$ cat src/verilog/emesh_pkg.sv
package emesh_pkg;

   // #####################################################################
   // Mesh packet geometry
   // #####################################################################

   localparam int PW = 104;             // Standard mesh packet
   localparam int AW = 32;              // Address width

   // dstaddr[31:20] all zero selects register space
   localparam int REG_SPACE_HI = 31;
   localparam int REG_SPACE_LO = 20;

   // Transfer size, carried through untouched
   typedef enum logic [1:0] {
      DM_BYTE   = 2'd0,
      DM_HALF   = 2'd1,
      DM_WORD   = 2'd2,
      DM_DOUBLE = 2'd3
   } datamode_e;

   // #####################################################################
   // Packet layout, MSB first
   // #####################################################################

   typedef struct packed {
      logic [AW-1:0] srcaddr;           // [103:72]
      logic [31:0]   data;              // [71:40]
      logic [AW-1:0] dstaddr;           // [39:8]
      logic [4:0]    ctrlmode;          // [7:3]
      datamode_e     datamode;          // [2:1]
      logic          write;             // [0], 1 for write
   } packet_t;

   // Address decode lands on packet bits 39:28

endpackage

$ cat src/verilog/mio_pkg.sv
package mio_pkg;

   // #####################################################################
   // Register map
   // #####################################################################

   // Register index sits in dstaddr[3:2]
   localparam int REG_IDX_HI = 3;
   localparam int REG_IDX_LO = 2;

   typedef enum logic [1:0] {
      CONFIG = 2'd0,                    // Link config, read/write
      CLKDIV = 2'd1,                    // Beat pacing, read/write
      STATUS = 2'd2                     // Counters, read only
   } reg_addr_e;

   localparam int CFG_W      = 18;      // CONFIG width
   localparam int CFG_EN_BIT = 12;      // Link enable
   localparam int CLKDIV_W   = 7;
   localparam int CNT_W      = 16;      // Each STATUS counter half

   // #####################################################################
   // Link state machines
   // #####################################################################

   typedef enum logic [1:0] {
      IDLE = 2'd0,                      // Ready for ingress
      SEND = 2'd1,                      // Beat on the link
      GAP  = 2'd2,                      // Pacing between beats
      DROP = 2'd3                       // Link disabled, discard
   } tx_state_e;

   typedef enum logic {
      COLLECT = 1'b0,                   // Gathering beats
      HOLD    = 1'b1                    // Full packet parked
   } rx_state_e;

endpackage

$ cat src/verilog/mio_tx.sv
module mio_tx #(
   parameter int IOW = 64
) (
   input  logic                         clk,
   input  logic                         rst_n,
   input  logic                         access_in,
   input  emesh_pkg::packet_t           packet_in,
   input  logic                         reg_wait,
   input  logic                         cfg_en,
   input  logic [mio_pkg::CLKDIV_W-1:0] clkdiv,
   input  logic                         tx_wait,
   output logic                         wait_out,
   output logic                         reg_access,
   output emesh_pkg::packet_t           reg_packet,
   output logic                         tx_access,
   output logic                         tx_first,
   output logic [IOW-1:0]               tx_packet,
   output logic                         pkt_sent,
   output logic                         pkt_drop
);
   import emesh_pkg::*;
   import mio_pkg::*;

   localparam int NB  = (PW + IOW - 1) / IOW;       // Beats per packet
   localparam int BIW = (NB > 1) ? $clog2(NB) : 1;

   tx_state_e           state;
   logic [CLKDIV_W-1:0] pace;        // Gap cycles left
   logic [BIW-1:0]      beat_idx;
   packet_t             pkt_q;       // Packet in flight
   logic [NB*IOW-1:0]   pkt_pad;
   logic                is_reg;
   logic                accept;
   logic                link_accept;
   logic                beat_done;
   logic                last_beat;

   // #####################################################################
   // Ingress decode
   // #####################################################################

   assign is_reg      = ~|packet_in.dstaddr[REG_SPACE_HI:REG_SPACE_LO];
   assign wait_out    = reg_wait | (state != IDLE);   // Busy until last beat
   assign accept      = access_in & ~wait_out;
   assign reg_access  = accept & is_reg;
   assign reg_packet  = packet_in;
   assign link_accept = accept & ~is_reg;

   // #####################################################################
   // Beat selection
   // #####################################################################

   assign tx_access = (state == SEND);
   assign tx_first  = tx_access & (beat_idx == '0);
   assign beat_done = tx_access & ~tx_wait;
   assign last_beat = (beat_idx == BIW'(NB - 1));
   assign pkt_sent  = beat_done & last_beat;          // Counted on final beat
   assign pkt_drop  = (state == DROP);

   // Zero pad up to a whole number of beats
   always_comb begin
      pkt_pad         = '0;
      pkt_pad[PW-1:0] = pkt_q;
   end

   assign tx_packet = pkt_pad[beat_idx*IOW +: IOW];   // LS beat first

   always_ff @(posedge clk) begin
      if (link_accept)
         pkt_q <= packet_in;
   end

   // #####################################################################
   // Pacing FSM, one beat every clkdiv+1 cycles
   // #####################################################################

   always_ff @(posedge clk) begin
      if (!rst_n) begin
         state    <= IDLE;
         pace     <= '0;
         beat_idx <= '0;
      end else begin
         case (state)
            IDLE: begin
               if (link_accept) begin
                  beat_idx <= '0;
                  if (!cfg_en) begin
                     state <= DROP;               // Link off, discard
                  end else if (clkdiv == '0) begin
                     state <= SEND;
                  end else begin
                     state <= GAP;
                     pace  <= clkdiv - 1'b1;
                  end
               end
            end
            SEND: begin
               if (beat_done) begin
                  if (last_beat) begin
                     state <= IDLE;
                  end else begin
                     beat_idx <= beat_idx + 1'b1;
                     if (clkdiv != '0) begin
                        state <= GAP;
                        pace  <= clkdiv - 1'b1;
                     end
                  end
               end                                // Stalled beat holds index
            end
            GAP: begin
               if (pace == '0)
                  state <= SEND;
               else
                  pace <= pace - 1'b1;
            end
            DROP:    state <= IDLE;
            default: state <= IDLE;
         endcase
      end
   end

   // Stalled beat keeps access and data until rx takes it
   a_beat_stable: assert property (@(posedge clk) disable iff (!rst_n)
      tx_access && tx_wait |=> tx_access && $stable(tx_packet));

endmodule

$ cat src/verilog/mio_regs.sv
module mio_regs #(
   parameter logic [mio_pkg::CFG_W-1:0]    DEF_CFG = 18'h1070,
   parameter logic [mio_pkg::CLKDIV_W-1:0] DEF_CLK = 7'd7
) (
   input  logic                         clk,
   input  logic                         rst_n,
   input  logic                         reg_access,
   input  emesh_pkg::packet_t           reg_packet,
   input  logic                         pkt_sent,
   input  logic                         pkt_drop,
   input  logic                         rsp_wait,
   output logic                         reg_wait,
   output logic                         cfg_en,
   output logic [mio_pkg::CLKDIV_W-1:0] clkdiv,
   output logic                         rsp_access,
   output emesh_pkg::packet_t           rsp_packet
);
   import mio_pkg::*;

   logic [CFG_W-1:0] cfg_q;          // Reserved bits kept as written
   logic [CNT_W-1:0] sent_cnt;
   logic [CNT_W-1:0] drop_cnt;
   reg_addr_e        reg_idx;
   logic [31:0]      rd_data;
   logic             wr_en;
   logic             rd_en;

   assign reg_idx = reg_addr_e'(reg_packet.dstaddr[REG_IDX_HI:REG_IDX_LO]);
   assign wr_en   = reg_access & reg_packet.write;
   assign rd_en   = reg_access & ~reg_packet.write;

   assign cfg_en   = cfg_q[CFG_EN_BIT];
   assign reg_wait = rsp_access;      // Block ingress until response leaves

   // #####################################################################
   // Writable registers and counters
   // #####################################################################

   always_ff @(posedge clk) begin
      if (!rst_n) begin
         cfg_q  <= DEF_CFG;
         clkdiv <= DEF_CLK;
      end else if (wr_en) begin
         case (reg_idx)
            CONFIG:  cfg_q  <= reg_packet.data[CFG_W-1:0];
            CLKDIV:  clkdiv <= reg_packet.data[CLKDIV_W-1:0];
            default: ;                // STATUS and hole ignore writes
         endcase
      end
   end

   // Sent and dropped packet counts, wrap on overflow
   always_ff @(posedge clk) begin
      if (!rst_n) begin
         sent_cnt <= '0;
         drop_cnt <= '0;
      end else begin
         if (pkt_sent) sent_cnt <= sent_cnt + 1'b1;
         if (pkt_drop) drop_cnt <= drop_cnt + 1'b1;
      end
   end

   // Read mux
   always_comb begin
      rd_data = '0;
      case (reg_idx)
         CONFIG:  rd_data[CFG_W-1:0]    = cfg_q;
         CLKDIV:  rd_data[CLKDIV_W-1:0] = clkdiv;
         STATUS:  rd_data               = {drop_cnt, sent_cnt};
         default: rd_data               = '0;
      endcase
   end

   // #####################################################################
   // Read response
   // #####################################################################

   always_ff @(posedge clk) begin
      if (!rst_n)
         rsp_access <= 1'b0;
      else if (rd_en)
         rsp_access <= 1'b1;
      else if (!rsp_wait)
         rsp_access <= 1'b0;          // Taken by output stage
   end

   // Addresses swap so the reply heads back to the requester
   always_ff @(posedge clk) begin
      if (rd_en) begin
         rsp_packet.write    <= 1'b0;
         rsp_packet.datamode <= reg_packet.datamode;
         rsp_packet.ctrlmode <= reg_packet.ctrlmode;
         rsp_packet.dstaddr  <= reg_packet.srcaddr;
         rsp_packet.srcaddr  <= reg_packet.dstaddr;
         rsp_packet.data     <= rd_data;
      end
   end

   // Ingress must honor reg_wait through mio_tx
   a_no_access_while_wait: assert property (@(posedge clk) disable iff (!rst_n)
      reg_access |-> !reg_wait);

   // Response held until the output stage takes it
   a_rsp_hold: assert property (@(posedge clk) disable iff (!rst_n)
      rsp_access && rsp_wait |=> rsp_access && $stable(rsp_packet));

endmodule

$ cat src/verilog/mio_rx.sv
module mio_rx #(
   parameter int IOW = 64
) (
   input  logic               clk,
   input  logic               rst_n,
   input  logic               tx_access,
   input  logic               tx_first,
   input  logic [IOW-1:0]     tx_packet,
   input  logic               rsp_access,
   input  emesh_pkg::packet_t rsp_packet,
   input  logic               wait_in,
   output logic               rx_wait,
   output logic               rsp_wait,
   output logic               access_out,
   output emesh_pkg::packet_t packet_out
);
   import emesh_pkg::*;
   import mio_pkg::*;

   localparam int NB  = (PW + IOW - 1) / IOW;       // Beats per packet
   localparam int BIW = (NB > 1) ? $clog2(NB) : 1;

   rx_state_e         state;
   logic [BIW-1:0]    cnt;           // Next beat slot
   logic [BIW-1:0]    wr_idx;
   logic [NB*IOW-1:0] col_q;         // Beats gathered so far
   packet_t           col_pkt;
   logic              beat_in;
   logic              out_free;
   logic              link_load;
   logic              rsp_load;

   // #####################################################################
   // Beat collection
   // #####################################################################

   assign rx_wait = (state == HOLD);  // Full packet parked, no more beats
   assign beat_in = tx_access & ~rx_wait;
   assign wr_idx  = tx_first ? '0 : cnt;               // First beat restarts
   assign col_pkt = col_q[PW-1:0];                     // Drop beat padding

   always_ff @(posedge clk) begin
      if (beat_in)
         col_q[wr_idx*IOW +: IOW] <= tx_packet;
   end

   always_ff @(posedge clk) begin
      if (!rst_n) begin
         state <= COLLECT;
         cnt   <= '0;
      end else begin
         case (state)
            COLLECT: begin
               if (beat_in) begin
                  cnt <= wr_idx + 1'b1;
                  if (wr_idx == BIW'(NB - 1))
                     state <= HOLD;           // Last slice stored
               end
            end
            HOLD: begin
               if (out_free) begin
                  state <= COLLECT;
                  cnt   <= '0;
               end
            end
            default: state <= COLLECT;
         endcase
      end
   end

   // #####################################################################
   // Output stage, one packet deep
   // #####################################################################

   assign out_free  = ~access_out | ~wait_in;          // Empty or draining
   assign link_load = (state == HOLD) & out_free;      // Link wins
   assign rsp_load  = rsp_access & out_free & (state != HOLD);
   assign rsp_wait  = ~out_free | (state == HOLD);

   always_ff @(posedge clk) begin
      if (!rst_n)
         access_out <= 1'b0;
      else
         access_out <= link_load | rsp_load | (access_out & wait_in);
   end

   always_ff @(posedge clk) begin
      if (link_load)
         packet_out <= col_pkt;
      else if (rsp_load)
         packet_out <= rsp_packet;
   end

   // Output frozen under back-pressure
   a_out_stable: assert property (@(posedge clk) disable iff (!rst_n)
      access_out && wait_in |=> access_out && $stable(packet_out));

   // Continuation beats only follow a first beat from mio_tx
   a_first_order: assert property (@(posedge clk) disable iff (!rst_n)
      beat_in && !tx_first |-> (cnt != '0));

endmodule

$ cat src/verilog/mio_dut.sv
module mio_dut #(
   parameter int                           IOW     = 64,
   parameter logic [mio_pkg::CFG_W-1:0]    DEF_CFG = 18'h1070,
   parameter logic [mio_pkg::CLKDIV_W-1:0] DEF_CLK = 7'd7
) (
   input  logic               clk1,
   input  logic               rst_n,
   input  logic               access_in,
   input  emesh_pkg::packet_t packet_in,
   output logic               wait_out,
   output logic               access_out,
   output emesh_pkg::packet_t packet_out,
   input  logic               wait_in,
   output logic               clkout
);
   import emesh_pkg::*;
   import mio_pkg::*;

   // Register side
   logic                reg_access;
   packet_t             reg_packet;
   logic                reg_wait;
   logic                cfg_en;
   logic [CLKDIV_W-1:0] clkdiv;
   logic                pkt_sent;
   logic                pkt_drop;

   // Read responses toward the output stage
   logic                rsp_access;
   packet_t             rsp_packet;
   logic                rsp_wait;

   // Loopback link
   logic                tx_access;
   logic                tx_first;
   logic [IOW-1:0]      tx_packet;
   logic                rx_wait;

   assign clkout = clk1;              // Forwarded clock

   // #####################################################################
   // Ingress decode and serializer
   // #####################################################################

   mio_tx #(.IOW(IOW)) tx_i (
      .clk        (clk1),
      .rst_n      (rst_n),
      .access_in  (access_in),
      .packet_in  (packet_in),
      .reg_wait   (reg_wait),
      .cfg_en     (cfg_en),
      .clkdiv     (clkdiv),
      .tx_wait    (rx_wait),          // Loopback wait
      .wait_out   (wait_out),
      .reg_access (reg_access),
      .reg_packet (reg_packet),
      .tx_access  (tx_access),
      .tx_first   (tx_first),
      .tx_packet  (tx_packet),
      .pkt_sent   (pkt_sent),
      .pkt_drop   (pkt_drop)
   );

   mio_regs #(.DEF_CFG(DEF_CFG), .DEF_CLK(DEF_CLK)) regs_i (
      .clk        (clk1),
      .rst_n      (rst_n),
      .reg_access (reg_access),
      .reg_packet (reg_packet),
      .pkt_sent   (pkt_sent),
      .pkt_drop   (pkt_drop),
      .rsp_wait   (rsp_wait),
      .reg_wait   (reg_wait),
      .cfg_en     (cfg_en),
      .clkdiv     (clkdiv),
      .rsp_access (rsp_access),
      .rsp_packet (rsp_packet)
   );

   // #####################################################################
   // Deserializer, link looped straight back
   // #####################################################################

   mio_rx #(.IOW(IOW)) rx_i (
      .clk        (clk1),
      .rst_n      (rst_n),
      .tx_access  (tx_access),
      .tx_first   (tx_first),
      .tx_packet  (tx_packet),
      .rsp_access (rsp_access),
      .rsp_packet (rsp_packet),
      .wait_in    (wait_in),
      .rx_wait    (rx_wait),
      .rsp_wait   (rsp_wait),
      .access_out (access_out),
      .packet_out (packet_out)
   );

endmodule

$ cat config.mk
export PLATFORM = sky130hd
export DESIGN_NAME = mio_dut
export DESIGN_NICKNAME = d
export VERILOG_FILES = /design/src/verilog/emesh_pkg.sv /design/src/verilog/mio_pkg.sv /design/src/verilog/mio_tx.sv /design/src/verilog/mio_regs.sv /design/src/verilog/mio_rx.sv /design/src/verilog/mio_dut.sv
export SDC_FILE = /design/constraint.sdc
export NUM_CORES = 1
export LEC_CHECK = 0
export BUFFER_PORTS_ARGS = -buffer_cell sky130_fd_sc_hd__buf_2
export CAP_MARGIN = 0
export CORE_ASPECT_RATIO = 1.4
export CORE_MARGIN = 10
export CORE_UTILIZATION = 60
export DETAILED_ROUTE_END_ITERATION = 12
export PLACE_DENSITY = 0.94
export SYNTH_ARGS = -nofsm -noshare
export SYNTH_HDL_FRONTEND = slang
export SYNTH_SLANG_ARGS = --single-unit
export TNS_END_PERCENT = 100
$ cat constraint.sdc
create_clock -name clk1 -period 15.9 [get_ports clk1]
set_clock_uncertainty 0.1 [all_clocks]
set_input_delay 1.59 -clock clk1 [delete_from_list [all_inputs] [get_ports clk1]]
set_output_delay 1.59 -clock clk1 [all_outputs]
set_load 0.01 [all_outputs]
==> impl_metrics.env, run 1 <==
export IMPL_seq_area_um2=13900
export IMPL_hold_path_class="reg2reg"
export IMPL_final_area_um2=21300
export IMPL_vias=10200
export IMPL_synth_flop_cell="edfxtp_1"
export IMPL_firstDrtPassIters=5
export IMPL_cts_resized=0
export IMPL_ff2ff_path_depth=4
export IMPL_use_met2_pct=37.1
export IMPL_max_stage_delay_ns=0.13
export IMPL_initial_core_util_pct=61.0
export IMPL_relSlewSlack_pct=17.3
export IMPL_reg2reg_slack_ns=12.65
export IMPL_leakagePower_nw=7.60
export IMPL_path_delay_family="buffers and inverters"
export IMPL_synth_top_area_share_pct=68.1
export IMPL_routed_wl_um=40200
export IMPL_gr_usage_met3_pct=4.16
export IMPL_drc=0
export IMPL_grt_pass1_vias=10600
export IMPL_cp_start_kind="clock port"
export IMPL_yosysTopAreaCell="edfxtp_1"
export IMPL_io_buffers=214
export IMPL_crit_buf_inv=3
export IMPL_ctsHoldBuffers=0
export IMPL_drv_cap=0
export IMPL_worstPathCellList="clkbuf_16, clkbuf_16, buf_2"
export IMPL_area_growth_pct=16.2
export IMPL_post_dp_hpwl_um=26000
export IMPL_clk_pin_slew_ns=0.06
export IMPL_p_per_area_nw_per_um2=136
export IMPL_setup_viol=0
export IMPL_grt_use_total_pct=20.7
export IMPL_clock_latency_ns=0.66
export IMPL_grt_ovfl_total=0
export IMPL_grt_max_degree=72
export IMPL_syn_inst=1138
export IMPL_die_w_um=168
export IMPL_arrival_ns=8.33
export IMPL_cp_max_fo=2
export IMPL_post_route_util_pct=70.8
export IMPL_seq_area_frac_synth_pct=75.8
export IMPL_layout_setup_ws_ns=5.88
export IMPL_die_area_um2=38000
export IMPL_multi_input_area_um2=4200
export IMPL_synthArstFlopShare_pct=0
export IMPL_place_ws_ns=6.15
export IMPL_fin_nets=1470
export IMPL_worst_setup_path_end_kind="output port"
export IMPL_drive_gt1_share_pct=29.9
export IMPL_coreArea_um2=30000
export IMPL_tightest_slew_ns=1.24
export IMPL_placed_area_um2=19800
export IMPL_vias_per_cell=5.72
export IMPL_yosysWarnings=0
export IMPL_syn_area_um2=18300
export IMPL_slew_viol_final=0
export IMPL_use_met1_pct=22.8
export IMPL_hold_ws_ns=0.351
export IMPL_drtIter0Drc=863
export IMPL_synth_distinct_cells=52
export IMPL_power_mw=2.90
export IMPL_hp_start="regs_i.cfg_q[3]"
export IMPL_antenna_left=0
export IMPL_fill_cells=1822
export IMPL_r2r_start="tx_i.state[1]"
export IMPL_max_vdd_ir_drop_mv=0.101
export IMPL_min_to="regs_i.cfg_q[3]"
export IMPL_finalNonFillerCells=1780
export IMPL_syn_num_nets=1249
export IMPL_layout_commonest_cell="edfxtp_1"
export IMPL_crit_path_top_delay_cell="clkbuf_16"
export IMPL_synth_area_leaders="edfxtp_1 (68%), dfxtp_1 (7.8%), mux2_2 (6.3%)"
export IMPL_gp_congestion=0.837
export IMPL_placementRows=75
export IMPL_pin_count=215
export IMPL_finalHoldViolations=0
export IMPL_critical_path_class="clk2out"
export IMPL_min_path_cells=2
export IMPL_antenna_found_initial=4
export IMPL_outcome="complete, no violations"
export IMPL_synth_seq_cells=486
export IMPL_dp_cells=1697
export IMPL_tns_ns=0
export IMPL_die_h_um=227
export IMPL_avgSynthCellArea_um2=16.1
export IMPL_post_cts_setup_buffers=0
export IMPL_grt_pass1_wl_um=60600
export IMPL_r2r_end="tx_i.pkt_pad[44]"
export IMPL_grt_setup_unrepaired="no"
export IMPL_required_ns=14.21
export IMPL_crit_path_frequent_cell="clkbuf_16"
export IMPL_synth_edff_count=415
export IMPL_mostFrequentLayoutCells="edfxtp_1 (415), buf_2 (214), nor2_1 (133)"
export IMPL_busiest_layer="met2"
export IMPL_post_drt_wl_per_cell_um=22.6
export IMPL_cts_tree="yes"
[routing by layer]
metal,up-vias,wire length [um]
met4,0,1740
met3,101,2760
met5,-,0
li1,4639,-
met2,448,21300
met1,4996,14400
[cells by family after synthesis]
family / count (synthesis) / synth area share, %
simple gates: 314 / 8.37
flops: 486 / 75.8
compound gates: 69 / 2.36
mux: 175 / 10.3
buf+inv: 60 / 1.46
fa+ha+maj: 3 / 0.205
xor+xnor: 31 / 1.48
[worst max path at each step]
| stage | slack (ns) | cells after the start | start | endpoint |
|---|---|---|---|---|
| detailed placement | 6.15 | 1 | clk1 | clkout |
| CTS | 5.88 | 3 | clk1 | clkout |
| global route | 5.88 | 3 | clk1 | clkout |
| finish | 5.88 | 3 | clk1 | clkout |
| floorplan | 6.14 | 1 | clk1 | clkout |
| global placement | 6.15 | 1 | clk1 | clkout |
[synth_stat cells, drive strengths merged, types with 6 or more instances]
library cell  count
edfxtp          415
nor2            135
mux2            103
mux2i            72
dfxtp            71
nand2            60
and2             43
a21oi            33
clkbuf           29
buf              24
nand3            20
xor2             19
o21ai            16
xnor2            12
and3              9
nand4             9
inv               7
nor3              7
nor4              6
[worst reg2reg max path, stage by stage, from the launching register on]
cell     delay (ns)
dfxtp_1        0.55
nor4b_4        0.43
nor2b_4        0.50
buf_4          0.48
buf_4          0.72
[final cells by class]
type,count,area share (%)
antenna,3,0.0353
clock inverter,19,0.912
clock buffer,62,6.14
sequential,486,65.3
multi-input combinational,592,19.7
timing repair buffer,226,5.47
tap,385,2.27
inverter,7,0.124
[power breakdown]
group | leakage [nW] | switching (mW) | internal (mW) | total [mW]
sequential | 4.44 | 0.0524 | 1.50 | 1.56
combinational | 2.43 | 0.173 | 0.0920 | 0.265
clock | 0.730 | 0.441 | 0.638 | 1.08
[registers in the layout, indices dropped and copies added (netlist names)]
signal	flops
rx_i.col_q	104
rx_i.cnt	1
regs_i.clkdiv	7
regs_i.cfg_q	18
tx_i.beat_idx	1
regs_i.reg_wait	1
rx_i.packet_out	104
rx_i.rx_wait	1
tx_i.state	2
tx_i.pace	7
rx_i.access_out	1
tx_i.pkt_pad	104
regs_i.rsp_packet	103
regs_i.sent_cnt	16
regs_i.drop_cnt	16
Power figures use the tool's default switching activity.
==> inputs of run 2 (changes only) <==
--- a/config.mk
+++ b/config.mk
@@ -9,9 +9,9 @@
 export CAP_MARGIN = 0
 export CORE_ASPECT_RATIO = 1.4
 export CORE_MARGIN = 10
-export CORE_UTILIZATION = 60
+export CORE_UTILIZATION = 52
 export DETAILED_ROUTE_END_ITERATION = 12
-export PLACE_DENSITY = 0.94
+export PLACE_DENSITY = 0.87
 export SYNTH_ARGS = -nofsm -noshare
 export SYNTH_HDL_FRONTEND = slang
 export SYNTH_SLANG_ARGS = --single-unit
==> constraint.sdc (replaced) <==
create_clock -name clk1 -period 9.2 [get_ports clk1]
set_clock_uncertainty 0.1 [all_clocks]
set_input_delay 0.92 -clock clk1 [delete_from_list [all_inputs] [get_ports clk1]]
set_output_delay 0.92 -clock clk1 [all_outputs]
set_load 0.01 [all_outputs]
==> impl_metrics.env, run 2 (synthesized netlist as in run 1, its figures left out) <==
export IMPL_clock_latency_ns=0.66
export IMPL_use_met2_pct=33.6
export IMPL_mostFrequentLayoutCells="edfxtp_1 (415), buf_2 (214), nor2_1 (133)"
export IMPL_gp_congestion=0.813
export IMPL_antenna_found_initial=2
export IMPL_cp_max_fo=2
export IMPL_cts_resized=0
export IMPL_outcome="complete, no violations"
export IMPL_cts_tree="yes"
export IMPL_die_w_um=179
export IMPL_slew_viol_final=0
export IMPL_relSlewSlack_pct=20.4
export IMPL_dp_cells=1768
export IMPL_fill_cells=2493
export IMPL_clock_power_share_pct=36.2
export IMPL_grt_pass1_vias=10900
export IMPL_setup_viol=0
export IMPL_firstDrtPassIters=7
export IMPL_drv_cap=0
export IMPL_leakagePower_nw=7.57
export IMPL_tns_ns=0
export IMPL_finalNonFillerCells=1851
export IMPL_use_met1_pct=21.4
export IMPL_drtIter0Drc=719
export IMPL_hold_path_class="in2reg"
export IMPL_min_path_cells=1
export IMPL_r2r_start="tx_i.state[1]"
export IMPL_p_int_mw=3.77
export IMPL_reg2reg_slack_ns=5.77
export IMPL_io_buffers=214
export IMPL_area_growth_pct=16.2
export IMPL_arrival_ns=4.97
export IMPL_routed_wl_um=41600
export IMPL_gr_usage_met3_pct=3.46
export IMPL_ctsHoldBuffers=0
export IMPL_post_cts_setup_buffers=0
export IMPL_seq_area_um2=13900
export IMPL_placementRows=81
export IMPL_coreArea_um2=34900
export IMPL_cp_start_kind="clock port"
export IMPL_grt_pass1_wl_um=62700
export IMPL_clk_pin_slew_ns=0.07
export IMPL_p_sw_mw=1.17
export IMPL_post_route_util_pct=61.0
export IMPL_post_dp_hpwl_um=26000
export IMPL_layout_commonest_cell="edfxtp_1"
export IMPL_die_area_um2=43200
export IMPL_multi_input_area_um2=4200
export IMPL_post_drt_wl_per_cell_um=22.5
export IMPL_hp_start="packet_in[62]"
export IMPL_tightest_slew_ns=1.19
export IMPL_r2r_end="tx_i.pkt_pad[68]"
export IMPL_required_ns=8.18
export IMPL_max_vdd_ir_drop_mv=0.191
export IMPL_drive_gt1_share_pct=29.8
export IMPL_worst_setup_path_end_kind="output port"
export IMPL_vias_per_cell=5.59
export IMPL_fin_nets=1471
export IMPL_vias=10400
export IMPL_die_h_um=242
export IMPL_p_sw_share_pct=23.7
export IMPL_antenna_left=0
export IMPL_ff2ff_path_depth=3
export IMPL_p_per_area_nw_per_um2=233
export IMPL_pwr_share_seq_pct=54.3
export IMPL_hold_ws_ns=0.337
export IMPL_grt_setup_unrepaired="no"
export IMPL_grt_ovfl_total=0
export IMPL_grt_use_total_pct=18.8
export IMPL_pin_count=215
export IMPL_critical_path_class="clk2out"
export IMPL_grt_max_degree=75
export IMPL_drc=0
export IMPL_initial_core_util_pct=52.5
export IMPL_busiest_layer="met2"
export IMPL_finalHoldViolations=0
export IMPL_p_comb_share_pct=9.4
export IMPL_min_to="tx_i.pkt_pad[62]"
run 2: cell types whose count changed in the layout (fill, tap and decap cells not counted), sizes merged:
| cell | delta |
|---|---|
| clkbuf | -2 |
| clkinv | +6 |
| bufinv | -2 |
| diode | -2 |
run 2: critical path: stages:
cell	delay, ns
clkbuf_16	0.12
clkbuf_16	0.12
buf_2	0.13
run 2: final cells by class:
cell class | count | area share [%]
clock buffers | 60 | 5.86
flip-flops and latches | 486 | 65.3
diodes | 1 | 0.0118
well taps | 456 | 2.68
inverters | 7 | 0.124
multi-input cells | 592 | 19.7
repair buffers | 226 | 5.47
clock inverters | 23 | 0.841
run 2: power by group through the flow:
stage	registers, mW	logic [mW]	clock network [mW]
after floorplan	2.70	0.331	0.00896
after global placement	2.72	0.436	0.00657
after detailed placement	2.73	0.462	0.00657
after CTS	2.69	0.469	1.83
after global routing	2.70	0.508	1.91
final	2.69	0.467	1.79
run 2: how the worst max path moves through the flow:
stage	start	endpoint	cells past startpoint
after floorplan	packet_in[32]	tx_i.pkt_pad[0]	3
after global placement	clk1	clkout	1
after detailed placement	clk1	clkout	1
after CTS	clk1	clkout	3
after global routing	clk1	clkout	3
final	clk1	clkout	3
run 2: layer usage:
metal | part of all wire (%) | up-vias
li1 | - | 4649
met1 | 37 | 5219
met2 | 53 | 390
met3 | 6.2 | 95
met4 | 3.7 | 2
met5 | 0.022 | -
run 2: stage by stage:
stage	power, mW	setup slack [ns]	instance area [um^2]
CTS	4.98	3.20	21300
floorplan	3.04	2.73	18300
detailed placement	3.20	3.47	19900
global placement	3.17	3.47	19900
finish	4.95	3.21	21300
global route	5.12	3.20	21300
==> inputs of run 3 (changes only) <==
--- a/config.mk
+++ b/config.mk
@@ -5,13 +5,14 @@
 export SDC_FILE = /design/constraint.sdc
 export NUM_CORES = 1
 export LEC_CHECK = 0
+export ABC_AREA = 1
 export BUFFER_PORTS_ARGS = -buffer_cell sky130_fd_sc_hd__buf_2
 export CAP_MARGIN = 0
 export CORE_ASPECT_RATIO = 1.4
 export CORE_MARGIN = 10
-export CORE_UTILIZATION = 52
+export CORE_UTILIZATION = 58
 export DETAILED_ROUTE_END_ITERATION = 12
-export PLACE_DENSITY = 0.87
+export PLACE_DENSITY = 0.91
 export SYNTH_ARGS = -nofsm -noshare
 export SYNTH_HDL_FRONTEND = slang
 export SYNTH_SLANG_ARGS = --single-unit
==> constraint.sdc (replaced) <==
create_clock -name clk1 -period 6 [get_ports clk1]
set_clock_uncertainty 0.1 [all_clocks]
set_input_delay 0.6 -clock clk1 [delete_from_list [all_inputs] [get_ports clk1]]
set_output_delay 0.6 -clock clk1 [all_outputs]
set_load 0.01 [all_outputs]
==> impl_metrics.env, run 3 <==
export IMPL_outcome="complete, no violations"
export IMPL_worst_setup_path_end_kind="output port"
export IMPL_synth_seq_cells=486
export IMPL_grt_setup_unrepaired="no"
export IMPL_gp_congestion=0.908
export IMPL_slew_viol_final=0
export IMPL_synth_most_common_cell="edfxtp_1"
export IMPL_syn_inst=1308
export IMPL_cts_resized=0
export IMPL_antenna_found_initial=10
export IMPL_required_ns=5.30
export IMPL_arrival_ns=3.38
export IMPL_grt_pass1_vias=11700
export IMPL_avgSynthCellArea_um2=14.1
export IMPL_r2r_start="tx_i.beat_idx"
export IMPL_grt_max_degree=92
export IMPL_synthArstFlopShare_pct=0
export IMPL_syn_num_nets=1419
export IMPL_mostFrequentLayoutCells="edfxtp_1 (415), nor2_1 (217), buf_2 (214)"
export IMPL_drv_cap=0
export IMPL_vias=11300
export IMPL_synth_edff_count=415
export IMPL_post_drt_wl_per_cell_um=22.0
export IMPL_placementRows=77
export IMPL_yosysWarnings=0
export IMPL_clock_latency_ns=0.66
export IMPL_routed_wl_um=43100
export IMPL_r2r_end="rx_i.col_q[8]"
export IMPL_leakagePower_nw=7.77
export IMPL_seq_area_frac_synth_pct=75.3
export IMPL_fill_cells=1990
export IMPL_grt_use_total_pct=21.4
export IMPL_firstDrtPassIters=6
export IMPL_die_w_um=171
export IMPL_io_buffers=214
export IMPL_synth_distinct_cells=40
export IMPL_synth_flop_cell="edfxtp_1"
export IMPL_worstPathCellList="clkbuf_16, clkbuf_16, buf_2"
export IMPL_power_mw=8.11
export IMPL_reg2reg_slack_ns=2.35
export IMPL_cp_startpoint="clk1"
export IMPL_drc=0
export IMPL_layout_setup_ws_ns=1.92
export IMPL_place_ws_ns=2.19
export IMPL_ff2ff_path_depth=6
export IMPL_vias_per_cell=5.76
export IMPL_post_dp_hpwl_um=28000
export IMPL_antenna_left=0
export IMPL_synth_commonest_cells="edfxtp_1 (415), nor2_1 (219), nand2_1 (156)"
export IMPL_tns_ns=0
export IMPL_die_area_um2=39400
export IMPL_cts_tree="yes"
export IMPL_crit_path_top_delay_cell="clkbuf_16"
export IMPL_crit_path_frequent_cell="clkbuf_16"
export IMPL_post_cts_setup_buffers=0
export IMPL_yosysTopAreaCell="edfxtp_1"
export IMPL_coreArea_um2=31500
export IMPL_area_growth_pct=15.6
export IMPL_initial_core_util_pct=58.5
export IMPL_hold_ws_ns=0.0179
export IMPL_max_vdd_ir_drop_mv=0.240
export IMPL_clk_pin_slew_ns=0.07
export IMPL_multi_input_area_um2=4060
export IMPL_finalHoldViolations=0
export IMPL_max_stage_delay_ns=0.13
export IMPL_grt_ovfl_total=0
export IMPL_seq_area_um2=13900
export IMPL_hold_path_class="in2reg"
export IMPL_tightest_slew_ns=1.36
export IMPL_drive_gt1_share_pct=26.7
export IMPL_synth_area_leaders="edfxtp_1 (68%), dfxtp_1 (7.7%), mux2_2 (6.3%)"
export IMPL_setup_viol=0
export IMPL_syn_area_um2=18400
export IMPL_pin_count=215
export IMPL_p_per_area_nw_per_um2=381
export IMPL_relSlewSlack_pct=9.31
export IMPL_critical_path_class="clk2out"
export IMPL_cp_max_fo=2
export IMPL_synth_top_area_share_pct=67.6
export IMPL_endpoint="clkout"
export IMPL_fin_nets=1643
export IMPL_ctsHoldBuffers=2
export IMPL_cp_start_kind="clock port"
export IMPL_layout_commonest_cell="edfxtp_1"
export IMPL_die_h_um=231
export IMPL_drtIter0Drc=1056
export IMPL_grt_pass1_wl_um=65000
[run 3: report_power, final]
group	switching [mW]	total, mW	leakage, nW	internal [mW]
clock	1.18	2.73	0.680	1.55
combinational	0.769	1.08	2.67	0.307
sequential	0.170	4.31	4.42	4.14
total	2.12	8.11	7.77	5.99
[run 3: final cells by class]
class	instances	share of cell area, %
diodes	4	0.0470
clock buffers	59	5.83
clock inverters	19	0.716
inverters	80	1.44
multi-input cells	695	19.0
flip-flops and latches	486	65.2
well taps	395	2.32
repair buffers	223	5.44
[run 3: how the worst min path moves through the flow]
stage,startpoint,to,slack [ns],cells past startpoint
4_1_cts,packet_in[59],tx_i.pkt_pad[59],0.002,1
2_1_floorplan,regs_i.cfg_q[4],regs_i.cfg_q[4],0.34,2
5_1_grt,packet_in[68],tx_i.pkt_pad[68],0.002,1
6_report,packet_in[69],tx_i.pkt_pad[69],0.02,1
3_5_place_dp,regs_i.cfg_q[5],regs_i.cfg_q[5],0.36,2
3_3_place_gp,regs_i.cfg_q[5],regs_i.cfg_q[5],0.35,2
[run 3: kinds of logic after synthesis]
kind of cell	after synthesis	synth area share [%]
buf+inv	127	2.88
mux	143	8.46
simple gates	445	10.0
xor+xnor	3	0.143
fa+ha+maj	3	0.204
compound gates	101	2.99
flops	486	75.3
[run 3: layer usage]
| layer | up-vias | part of all wire [%] | track usage, % | wire length, um |
|---|---|---|---|---|
| li1 | 5056 | - | - | - |
| met1 | 5554 | 34 | 22.7 | 14700 |
| met2 | 532 | 54 | 38.7 | 23300 |
| met3 | 145 | 7.0 | 5.06 | 3010 |
| met4 | 10 | 4.7 | 10.8 | 2010 |
| met5 | - | 0.13 | 0 | 57 |
[run 3: metrics by stage]
| stage | area [um^2] | utilization [%] | instances |
|---|---|---|---|
| after floorplan | 18400 | - | 1308 |
| after global placement | 19900 | 63.1 | 1878 |
| after detailed placement | 19900 | 63.1 | 1878 |
| after CTS | 21300 | 67.6 | 1957 |
| after global routing | 21300 | 67.6 | 1961 |
| final | 21300 | 67.6 | 1961 |
[run 3: worst max-delay path, delay by kind of cell]
kind                   cells  cell delay [ns]
buffers and inverters      3             0.38
